<file path="src/source/exPkg.sv">
// Execute backend shared types
package exPkg;

	// Micro-op codes seen by EX1 and EX2
	typedef enum logic [3:0] {
		opNop    = 4'd0,	// Bubble, no effect
		opMovImm = 4'd1,	// Rn = imm
		opAdd    = 4'd2,	// Rn = Rs + Rt
		opSub    = 4'd3,	// Rn = Rs - Rt
		opAnd    = 4'd4,	// Rn = Rs & Rt
		opOr     = 4'd5,	// Rn = Rs | Rt
		opXor    = 4'd6,	// Rn = Rs ^ Rt
		opCmpEq  = 4'd7,	// T = (Rs == Rt)
		opCmpGt  = 4'd8,	// T = (Rs > Rt), signed
		opMul    = 4'd9,	// Rn = low word of Rs * Rt
		opSleep  = 4'd10	// Stall only, nothing written
	} opCode;

	// Hardwired zero register, reads zero and drops writes
	localparam logic [3:0] zeroReg = 4'd0;

	// EX2 hold lengths in cycles
	localparam int mulHoldCycles = 3;	// Covers the two multiplier stages
	localparam int sleepHoldCycles = 15;	// Also the hold counter ceiling

endpackage

</file>
<file path="src/source/regFile.sv">
// General register file
`timescale 1ns/1ps

module regFile import exPkg::*; #(
	parameter int dataWidth = 32,
	parameter int regCount = 16,
	localparam int idWidth = $clog2(regCount)
) (
	input  logic clock,
	input  logic rstN,
	input  logic [idWidth-1:0] readIdA,	// Source A id
	input  logic [idWidth-1:0] readIdB,	// Source B id
	output logic [dataWidth-1:0] readValA,
	output logic [dataWidth-1:0] readValB,
	input  logic writeEnable,
	input  logic [idWidth-1:0] writeId,
	input  logic [dataWidth-1:0] writeValue
);

	logic [dataWidth-1:0] regs [regCount];	// Storage array

	// Async reads, zero register masked
	assign readValA = (readIdA == zeroReg) ? '0 : regs[readIdA];
	assign readValB = (readIdB == zeroReg) ? '0 : regs[readIdB];

	always_ff @(posedge clock or negedge rstN) begin
		if (!rstN) begin
			for (int i = 0; i < regCount; i++) begin
				regs[i] <= '0;	// All registers start at zero
			end
		end else if (writeEnable && (writeId != zeroReg)) begin
			regs[writeId] <= writeValue;	// Writes to R0 fall away
		end
	end

endmodule

</file>
<file path="src/source/aluUnit.sv">
// Integer ALU with compare flag
`timescale 1ns/1ps

module aluUnit import exPkg::*; #(
	parameter int dataWidth = 32
) (
	input  opCode cmd,
	input  logic [dataWidth-1:0] valA,	// Forwarded Rs
	input  logic [dataWidth-1:0] valB,	// Forwarded Rt
	input  logic [dataWidth-1:0] valImm,	// Decoded immediate
	output logic [dataWidth-1:0] result,
	output logic resultT	// Compare outcome for SR.T
);

	always_comb begin
		result = '0;	// Unhandled codes give zero
		resultT = 1'b0;

		case (cmd)
			opMovImm: begin
				result = valImm;
			end
			opAdd: begin
				result = valA + valB;
			end
			opSub: begin
				result = valA - valB;
			end
			opAnd: begin
				result = valA & valB;
			end
			opOr: begin
				result = valA | valB;
			end
			opXor: begin
				result = valA ^ valB;
			end
			opCmpEq: begin
				resultT = (valA == valB);	// Result stays zero
			end
			opCmpGt: begin
				resultT = ($signed(valA) > $signed(valB));	// Signed compare
			end
			default: begin
				// Mul, sleep and nop produce nothing here
			end
		endcase
	end

endmodule

</file>
<file path="src/source/mulUnit.sv">
// Two-stage integer multiplier
`timescale 1ns/1ps

module mulUnit #(
	parameter int dataWidth = 32
) (
	input  logic clock,
	input  logic rstN,
	input  logic [dataWidth-1:0] mulA,	// Frozen EX1 operand A
	input  logic [dataWidth-1:0] mulB,	// Frozen EX1 operand B
	output logic [dataWidth-1:0] mulRes	// Low word, two edges after inputs
);

	logic [dataWidth-1:0] regA;	// Stage 1 operand latch
	logic [dataWidth-1:0] regB;
	logic [2*dataWidth-1:0] fullProd;	// Full-width product

	assign fullProd = regA * regB;

	always_ff @(posedge clock or negedge rstN) begin
		if (!rstN) begin
			regA <= '0;
			regB <= '0;
			mulRes <= '0;
		end else begin
			regA <= mulA;	// Stage 1
			regB <= mulB;
			mulRes <= fullProd[dataWidth-1:0];	// Stage 2, low half only
		end
	end

endmodule

</file>
<file path="src/source/exStage1.sv">
// EX1 operand fetch and ALU stage
`timescale 1ns/1ps

module exStage1 import exPkg::*; #(
	parameter int dataWidth = 32,
	parameter int regCount = 16,
	localparam int idWidth = $clog2(regCount)
) (
	input  logic clock,
	input  logic rstN,
	input  logic opValid,	// Incoming op strobe
	input  opCode opCmd,
	input  logic [idWidth-1:0] regIdRs,
	input  logic [idWidth-1:0] regIdRt,
	input  logic [idWidth-1:0] regIdRn,
	input  logic [dataWidth-1:0] regValImm,
	input  logic exHold,	// Stall from EX2
	input  logic wbValid,	// EX2 writeback, forwarding source
	input  logic [idWidth-1:0] wbId,
	input  logic [dataWidth-1:0] wbValue,
	output logic [idWidth-1:0] readIdA,
	output logic [idWidth-1:0] readIdB,
	input  logic [dataWidth-1:0] readValA,
	input  logic [dataWidth-1:0] readValB,
	output logic [dataWidth-1:0] mulA,	// To multiplier
	output logic [dataWidth-1:0] mulB,
	output logic ex1Valid,
	output opCode ex1Cmd,
	output logic [idWidth-1:0] ex1IdRn,
	output logic [dataWidth-1:0] ex1ValAlu,
	output logic ex1AluT
);

	logic [idWidth-1:0] idRs;	// Latched source ids
	logic [idWidth-1:0] idRt;
	logic [dataWidth-1:0] valImm;	// Latched immediate
	logic [dataWidth-1:0] valA;	// Forwarded operands
	logic [dataWidth-1:0] valB;
	logic [dataWidth-1:0] frozenA;	// Operands of the op now in EX2
	logic [dataWidth-1:0] frozenB;

	// Control registers, bubble on no strobe
	always_ff @(posedge clock or negedge rstN) begin
		if (!rstN) begin
			ex1Valid <= 1'b0;
			ex1Cmd <= opNop;
		end else if (!exHold) begin
			ex1Valid <= opValid;
			ex1Cmd <= opValid ? opCmd : opNop;
		end
	end

	// Payload registers
	always_ff @(posedge clock) begin
		if (!exHold) begin
			idRs <= regIdRs;
			idRt <= regIdRt;
			ex1IdRn <= regIdRn;
			valImm <= regValImm;
			frozenA <= valA;	// Captured as the op moves to EX2
			frozenB <= valB;
		end
	end

	assign readIdA = idRs;
	assign readIdB = idRt;

	/* The op one ahead sits in EX2 and is visible on the
	   writeback bus, older ones are already in the file */
	assign valA = (wbValid && (wbId == idRs) && (idRs != zeroReg)) ? wbValue : readValA;
	assign valB = (wbValid && (wbId == idRt) && (idRt != zeroReg)) ? wbValue : readValB;

	// Stable through an EX2 hold
	assign mulA = frozenA;
	assign mulB = frozenB;

	aluUnit #(
		.dataWidth(dataWidth)
	) alu (
		.cmd(ex1Cmd),
		.valA(valA),
		.valB(valB),
		.valImm(valImm),
		.result(ex1ValAlu),
		.resultT(ex1AluT)
	);

endmodule

</file>
<file path="src/source/exStage2.sv">
// EX2 completion and writeback stage
`timescale 1ns/1ps

module exStage2 import exPkg::*; #(
	parameter int dataWidth = 32,
	parameter int regCount = 16,
	localparam int idWidth = $clog2(regCount)
) (
	input  logic clock,
	input  logic rstN,
	input  logic flush,	// Squash the op in EX2
	input  logic ex1Valid,
	input  opCode ex1Cmd,
	input  logic [idWidth-1:0] ex1IdRn,
	input  logic [dataWidth-1:0] ex1ValAlu,
	input  logic ex1AluT,
	input  logic [dataWidth-1:0] mulRes,
	output logic exHold,	// Stalls EX1 and the source
	output logic wbValid,
	output logic [idWidth-1:0] wbId,
	output logic [dataWidth-1:0] wbValue,
	output logic srT	// SR.T view
);

	localparam int holdWidth = $clog2(sleepHoldCycles + 1);

	logic ex2Valid;
	opCode ex2Cmd;
	logic [idWidth-1:0] ex2IdRn;
	logic [dataWidth-1:0] ex2ValAlu;
	logic ex2AluT;
	logic [holdWidth-1:0] holdCount;	// Cycles held so far
	logic [holdWidth-1:0] needHold;	// Cycles this op needs
	logic writesReg;
	logic isCompare;
	logic srTReg;	// Committed T bit

	always_ff @(posedge clock or negedge rstN) begin
		if (!rstN) begin
			ex2Valid <= 1'b0;
			ex2Cmd <= opNop;
		end else if (!exHold) begin
			ex2Valid <= ex1Valid;
			ex2Cmd <= ex1Cmd;
		end
	end

	always_ff @(posedge clock) begin
		if (!exHold) begin
			ex2IdRn <= ex1IdRn;
			ex2ValAlu <= ex1ValAlu;
			ex2AluT <= ex1AluT;
		end
	end

	// Command decode
	always_comb begin
		needHold = '0;
		writesReg = 1'b0;
		isCompare = 1'b0;
		wbValue = ex2ValAlu;	// ALU by default

		case (ex2Cmd)
			opMovImm, opAdd, opSub, opAnd, opOr, opXor: begin
				writesReg = 1'b1;
			end
			opCmpEq, opCmpGt: begin
				isCompare = 1'b1;	// Flag only
			end
			opMul: begin
				needHold = holdWidth'(mulHoldCycles);
				writesReg = 1'b1;
				wbValue = mulRes;	// Settled by the last hold cycle
			end
			opSleep: begin
				needHold = holdWidth'(sleepHoldCycles);
			end
			default: begin
				// Nop does nothing
			end
		endcase

		if (!ex2Valid) begin
			needHold = '0;
			writesReg = 1'b0;
			isCompare = 1'b0;
		end
	end

	// Flush drops a pending hold at once
	assign exHold = (holdCount < needHold) && !flush;

	// Shown once the hold is done
	assign wbValid = writesReg && !exHold && !flush;
	assign wbId = ex2IdRn;

	// New flag visible in the compare's own cycle
	assign srT = (isCompare && !flush) ? ex2AluT : srTReg;

	always_ff @(posedge clock or negedge rstN) begin
		if (!rstN) begin
			srTReg <= 1'b0;
		end else if (isCompare && !flush) begin
			srTReg <= ex2AluT;
		end
	end

	// Hold counter, saturating
	always_ff @(posedge clock or negedge rstN) begin
		if (!rstN) begin
			holdCount <= '0;
		end else if (exHold) begin
			holdCount <= holdCount + holdWidth'(holdCount != '1);
		end else begin
			holdCount <= '0;	// Ready for the next op
		end
	end

endmodule

</file>
<file path="src/source/exPipeline.sv">
// Two-stage execute backend top
`timescale 1ns/1ps

module exPipeline import exPkg::*; #(
	parameter int dataWidth = 32,
	parameter int regCount = 16,
	localparam int idWidth = $clog2(regCount)
) (
	input  logic clock,
	input  logic rstN,
	input  logic opValid,
	input  opCode opCmd,
	input  logic [idWidth-1:0] regIdRs,
	input  logic [idWidth-1:0] regIdRt,
	input  logic [idWidth-1:0] regIdRn,
	input  logic [dataWidth-1:0] regValImm,
	input  logic flush,
	output logic busy,	// Source must hold its op
	output logic wbValid,
	output logic [idWidth-1:0] wbId,
	output logic [dataWidth-1:0] wbValue,
	output logic srT
);

	logic exHold;
	logic [idWidth-1:0] readIdA;
	logic [idWidth-1:0] readIdB;
	logic [dataWidth-1:0] readValA;
	logic [dataWidth-1:0] readValB;
	logic [dataWidth-1:0] mulA;
	logic [dataWidth-1:0] mulB;
	logic [dataWidth-1:0] mulRes;
	logic ex1Valid;	// EX1 to EX2
	opCode ex1Cmd;
	logic [idWidth-1:0] ex1IdRn;
	logic [dataWidth-1:0] ex1ValAlu;
	logic ex1AluT;

	assign busy = exHold;

	regFile #(.dataWidth(dataWidth), .regCount(regCount)) rf (
		.clock(clock), .rstN(rstN),
		.readIdA(readIdA), .readIdB(readIdB),
		.readValA(readValA), .readValB(readValB),
		.writeEnable(wbValid), .writeId(wbId), .writeValue(wbValue)
	);

	exStage1 #(.dataWidth(dataWidth), .regCount(regCount)) ex1 (
		.clock(clock), .rstN(rstN), .opValid(opValid), .opCmd(opCmd),
		.regIdRs(regIdRs), .regIdRt(regIdRt), .regIdRn(regIdRn), .regValImm(regValImm),
		.exHold(exHold), .wbValid(wbValid), .wbId(wbId), .wbValue(wbValue),
		.readIdA(readIdA), .readIdB(readIdB), .readValA(readValA), .readValB(readValB),
		.mulA(mulA), .mulB(mulB),
		.ex1Valid(ex1Valid), .ex1Cmd(ex1Cmd), .ex1IdRn(ex1IdRn),
		.ex1ValAlu(ex1ValAlu), .ex1AluT(ex1AluT)
	);

	mulUnit #(.dataWidth(dataWidth)) mul (
		.clock(clock), .rstN(rstN), .mulA(mulA), .mulB(mulB), .mulRes(mulRes)
	);

	exStage2 #(.dataWidth(dataWidth), .regCount(regCount)) ex2 (
		.clock(clock), .rstN(rstN), .flush(flush),
		.ex1Valid(ex1Valid), .ex1Cmd(ex1Cmd), .ex1IdRn(ex1IdRn),
		.ex1ValAlu(ex1ValAlu), .ex1AluT(ex1AluT), .mulRes(mulRes),
		.exHold(exHold), .wbValid(wbValid), .wbId(wbId), .wbValue(wbValue), .srT(srT)
	);

endmodule

</file>
<file path="config.mk">
export PLATFORM = sky130hd
export DESIGN_NAME = exPipeline
export DESIGN_NICKNAME = d
export VERILOG_FILES = /design/src/source/exPkg.sv /design/src/source/regFile.sv /design/src/source/aluUnit.sv /design/src/source/mulUnit.sv /design/src/source/exStage1.sv /design/src/source/exStage2.sv /design/src/source/exPipeline.sv
export SDC_FILE = /design/constraint.sdc
export NUM_CORES = 2
export LEC_CHECK = 0
export BUFFER_PORTS_ARGS = -buffer_cell sky130_fd_sc_hd__clkbuf_2
export CAP_MARGIN = 20
export CORE_ASPECT_RATIO = 1.2
export CORE_MARGIN = 2
export CORE_UTILIZATION = 60
export CTS_CLUSTER_SIZE = 30
export DETAILED_ROUTE_END_ITERATION = 8
export PLACE_DENSITY = 0.77
export REMOVE_ABC_BUFFERS = 1
export SETUP_SLACK_MARGIN = 0.02
export SLEW_MARGIN = 25
export SYNTH_ARGS = -nofsm -noshare
export SYNTH_HDL_FRONTEND = slang
export SYNTH_HIERARCHICAL = 1
export SYNTH_SLANG_ARGS = --single-unit
</file>
<file path="constraint.sdc">
create_clock -name clock -period 12.72 [get_ports clock]
set_clock_uncertainty 0.05 [all_clocks]
set_input_delay 0.636 -clock clock [delete_from_list [all_inputs] [get_ports clock]]
set_output_delay 0.636 -clock clock [all_outputs]
set_load 0.01 [all_outputs]
</file>
==> flow_metrics.py <==
metrics = {
    "sta": {
        "period_share_pct": 58.11,
        "count_of_endpoints_failing_setup_in_the_final_report": 0,
        "drv_slew": 0,
        "achievable-frequency_mhz": 135.3,
        "setup_repair_after_global_routing_missed_its_margin": "false",
        "setup_tns_ns": 0,
        "worst_max_slew_pin_slew_ns": 1.135,
        "setup_ws_ns": 5.328,
        "layout_min_cycle_time_ns": 7.392,
        "final-hold-violation-count": 0,
        "slew-limit-headroom_pct": 23.78,
    },
    "grt": {
        "grt_util_all_layers_pct": 33.24,
        "grt_max_degree": 168,
        "overflow": 0,
        "grt_pass1_vias": 40059,
        "first_pass_grt_wire_length_mm": 238.8,
        "antenna_found_initial": 1,
    },
    "pwr": {
        "power.combinational.fraction_pct": 56.6,
        "seqPwrFrac_pct": 26.6,
        "total_power_mw": 13.31,
        "clock_power_share_pct": 16.9,
        "p_switching_mw": 5.817,
        "ir_drop_mv": 0.2941,
        "cellInternalPower_mw": 7.498,
        "leakagePower_nw": 27.35,
        "power.density_cell_area_nw_per_um2": 223.6,
        "netSwitchingFraction_pct": 43.69,
    },
    "floorplan": {
        "die_x_um": 282.4,
        "fp.dieArea_um2": 95460,
        "num_io_pins": 91,
        "core.rowCount": 122,
        "initial_core_util_pct": 60.52,
        "dieHeight_um": 338.1,
        "design.core.area_um2": 92200,
    },
    "cts": {
        "htree_num_levels": 3,
        "cts.reportedPaths.clkPinSlew_ns": 0.06,
        "cts_tree": "yes",
        "cts_resized": 0,
        "numClockSinks": 737,
        "postCtsHoldBufs": 0,
        "clock_tree.root_cell": "sky130_fd_sc_hd__clkbuf_16",
        "cts_inserted_buffers": 73,
        "insertion_delay_ns": 0.64,
        "post_cts.repair.setup_buffers": 0,
        "max-clock-path-buffers": 3,
    },
    "job": {
        "drv_cap": 0,
    },
    "placement": {
        "placement.setup.worst_slack_ns": 5.403,
        "finalWeightedCongestion": 0.9907,
        "io_buffers": 90,
        "detailedPlacementHpwl_mm": 105.2,
    },
    "setup_path": {
        "crit_path_max_incr_delay_ns": 0.91,
        "path_cells": "and2_1, fa_1, fa_1, fa_1, inv_1, fa_1, inv_1, fa_1, inv_1, fa_1, inv_1, fa_1, fa_1, ha_1, nand3_1, nor2_1, a221o_1, a221oi_2, o31ai_1, a21oi_1, o21ai_1, xnor2_1",
        "reg_to_reg_end": "mul/mulRes[30]$_DFF_PN0_",
        "worst_setup_path_start_kind": "flip-flop",
        "timing.reg2reg.setup_slack_ns": 5.33,
        "cp_data_arrival_time_ns": 7.87,
        "rr_startpoint": "mul/regB[6]$_DFF_PN0_",
        "cell_family_contributing_the_most_delay_on_the_critical_path": "adder cells",
        "critical_path_class": "reg2reg",
        "crit_buf_inv": 4,
        "crit_path_end_kind": "flip-flop",
        "required_ns": 13.19,
        "r2r_cells": 22,
        "critical_path_peak_fanout": 26,
        "critical_path.slowest_cell": "sky130_fd_sc_hd__dfrtp_1",
        "cp_common_cell": "sky130_fd_sc_hd__fa_1",
    },
    "route": {
        "drt-initial-drc-count": 3953,
        "final_antenna_net_count": 0,
        "drt_drc_violations_left": 0,
        "avgRoutedWirePerCell_um": 26.16,
        "routed_wire_length_mm": 155.2,
        "detail_route.vias_per_cell": 6.438,
        "drt_pre_antenna_iters": 6,
        "via_count": 38183,
    },
    "logic_synthesis": {
        "ys_ff_latch": 737,
        "yosys_warnings": 6,
        "synth.cell_area_um2": 55800,
        "yosysTopAreaCell": "sky130_fd_sc_hd__dfrtp_1",
        "synthCells": 4730,
        "yosys_most_used_dff": "sky130_fd_sc_hd__dfrtp_1",
        "synth_edf_count": 145,
        "yosysSeqAreaShare_pct": 34.35,
        "synth_top_cells_by_area": "sky130_fd_sc_hd__dfrtp_1 27%, sky130_fd_sc_hd__fa_1 15%, sky130_fd_sc_hd__mux2_2 11%",
        "post_synth_num_cell_types": 99,
        "synth-async-reset-ratio_pct": 80.33,
        "synthesis.area_per_instance_um2": 11.80,
        "synth_top_area_share_pct": 26.55,
    },
    "run_status": {
        "run_status": "complete, no violations",
    },
    "hold_path": {
        "hold_path_class": "in2async",
    },
    "layout": {
        "post_route_cells_drive_above_1_share_pct": 23.26,
        "areaGrowthSynthToFinish_pct": 6.723,
        "final_net_count": 5338,
        "antennaDiodeCount": 0,
    },
}
[stage by stage]
step / hold slack [ns] / instance area, um^2 / instances / util, %
after floorplan: 0.2806 / 54370 / 4405 / -
final: 0.001879 / 59550 / 5931 / 64.59
after CTS: 0.05718 / 59540 / 5931 / 64.58
after global routing: 0.08125 / 59550 / 5931 / 64.59
after detailed placement: 0.2844 / 57080 / 5800 / 61.91
after global placement: 0.2816 / 57080 / 5800 / 61.91
[Yosys cell counts (20+ instances only)]
library cell / n
sky130_fd_sc_hd__a21o_1: 20
sky130_fd_sc_hd__a21oi_1: 109
sky130_fd_sc_hd__a221o_1: 34
sky130_fd_sc_hd__a221oi_1: 44
sky130_fd_sc_hd__a22oi_1: 45
sky130_fd_sc_hd__and2_1: 378
sky130_fd_sc_hd__buf_2: 82
sky130_fd_sc_hd__clkbuf_1: 218
sky130_fd_sc_hd__dfrtp_1: 592
sky130_fd_sc_hd__edfxtp_1: 145
sky130_fd_sc_hd__fa_1: 410
sky130_fd_sc_hd__ha_1: 241
sky130_fd_sc_hd__inv_1: 462
sky130_fd_sc_hd__mux2_1: 44
sky130_fd_sc_hd__mux2_2: 538
sky130_fd_sc_hd__mux2_4: 65
sky130_fd_sc_hd__mux2i_1: 76
sky130_fd_sc_hd__mux4_2: 159
sky130_fd_sc_hd__nand2_1: 244
sky130_fd_sc_hd__nand2b_1: 21
sky130_fd_sc_hd__nand3_1: 27
sky130_fd_sc_hd__nor2_1: 137
sky130_fd_sc_hd__nor2b_1: 46
sky130_fd_sc_hd__nor3_1: 68
sky130_fd_sc_hd__o21ai_0: 65
sky130_fd_sc_hd__o22a_1: 29
sky130_fd_sc_hd__o22ai_1: 35
sky130_fd_sc_hd__o31a_1: 33
sky130_fd_sc_hd__xnor2_1: 87
sky130_fd_sc_hd__xor2_1: 21
[area by class of cell]
| cell class | instances | area, um^2 |
|---|---|---|
| well taps | 1240 | 1551 |
| flip-flops and latches | 737 | 19170 |
| repair buffers | 155 | 1015 |
| clock buffers | 105 | 2156 |
| fillers | 7056 | 32650 |
| clock inverters | 26 | 310.3 |
| multi-input cells | 3203 | 33600 |
| inverters | 465 | 1748 |
[how the worst max path moves through the flow]
| stage | from | slack (ns) | depth (start not counted) | to |
|---|---|---|---|---|
| floorplan | ex1/readIdB[0]$_DFFE_PN_ | 3.00 | 16 | ex2/ex2ValAlu[26]$_DFFE_PN_ |
| global placement | mul/regB[2]$_DFF_PN0_ | 5.46 | 22 | mul/mulRes[29]$_DFF_PN0_ |
| detailed placement | mul/regB[6]$_DFF_PN0_ | 5.40 | 22 | mul/mulRes[30]$_DFF_PN0_ |
| CTS | mul/regB[6]$_DFF_PN0_ | 5.34 | 22 | mul/mulRes[30]$_DFF_PN0_ |
| global route | mul/regB[2]$_DFF_PN0_ | 4.95 | 22 | mul/mulRes[29]$_DFF_PN0_ |
| finish | mul/regB[6]$_DFF_PN0_ | 5.33 | 22 | mul/mulRes[30]$_DFF_PN0_ |
[layer usage]
layer  global-route usage [%]  part of all wire [%]
met5                        0                     0
met2                    56.54                    50
met3                    5.307                   7.5
met1                    41.79                    38
met4                    15.46                   5.1
[cells in the final DEF, fill, tap and decap left out, types with 109 or more instances in the layout]
master,netlist,final
sky130_fd_sc_hd__ha_1,241,241
sky130_fd_sc_hd__nor2_1,137,131
sky130_fd_sc_hd__fa_1,410,410
sky130_fd_sc_hd__mux4_2,159,159
sky130_fd_sc_hd__nand2_1,244,243
sky130_fd_sc_hd__inv_1,462,461
sky130_fd_sc_hd__dfrtp_1,592,591
sky130_fd_sc_hd__edfxtp_1,145,145
sky130_fd_sc_hd__a21oi_1,109,109
sky130_fd_sc_hd__and2_1,378,377
sky130_fd_sc_hd__mux2_2,538,538
[logic make-up after synthesis]
| group | count (synthesis) | share of synthesized area, % |
|---|---|---|
| buffers and inverters | 790 | 5.680 |
| adders and majority gates | 651 | 20.11 |
| DFF | 737 | 34.35 |
| xor gates and xnor gates | 108 | 1.695 |
| muxes | 882 | 21.28 |
| AOI/OAI and AO/OA | 572 | 7.577 |
| and+or+nand+nor | 990 | 9.302 |
[worst register-to-register path: cells and delay by family (launching register included)]
family	cells	cell delay [ns]
adder cells (fa/ha/maj)	9	4.25
AO/OA/AOI/OAI	5	1.31
flip-flops	1	0.91
AND/OR/NAND/NOR	3	0.44
buffers and inverters	4	0.20
XOR/XNOR	1	0.14
[power groups by stage]
stage / Combinational (mW) / Clock (mW) / Sequential [mW]
detailed placement: 7.39 / 0 / 3.55
finish: 7.53 / 2.25 / 3.54
global placement: 7.23 / 0 / 3.53
floorplan: 5.21 / 0 / 3.36
CTS: 7.49 / 2.28 / 3.52
global route: 8.25 / 2.36 / 3.59
[registers in the layout, indices dropped and copies added, names as in the netlist, 32 cells and up]
register / flops
ex2/ex2ValAlu: 32
mul/mulRes: 32
mul/regA: 32
ex1/valImm: 32
mul/regB: 32
ex1/mulB: 32
ex1/mulA: 32
rf/regs: 481
Power figures use the tool's default switching activity.
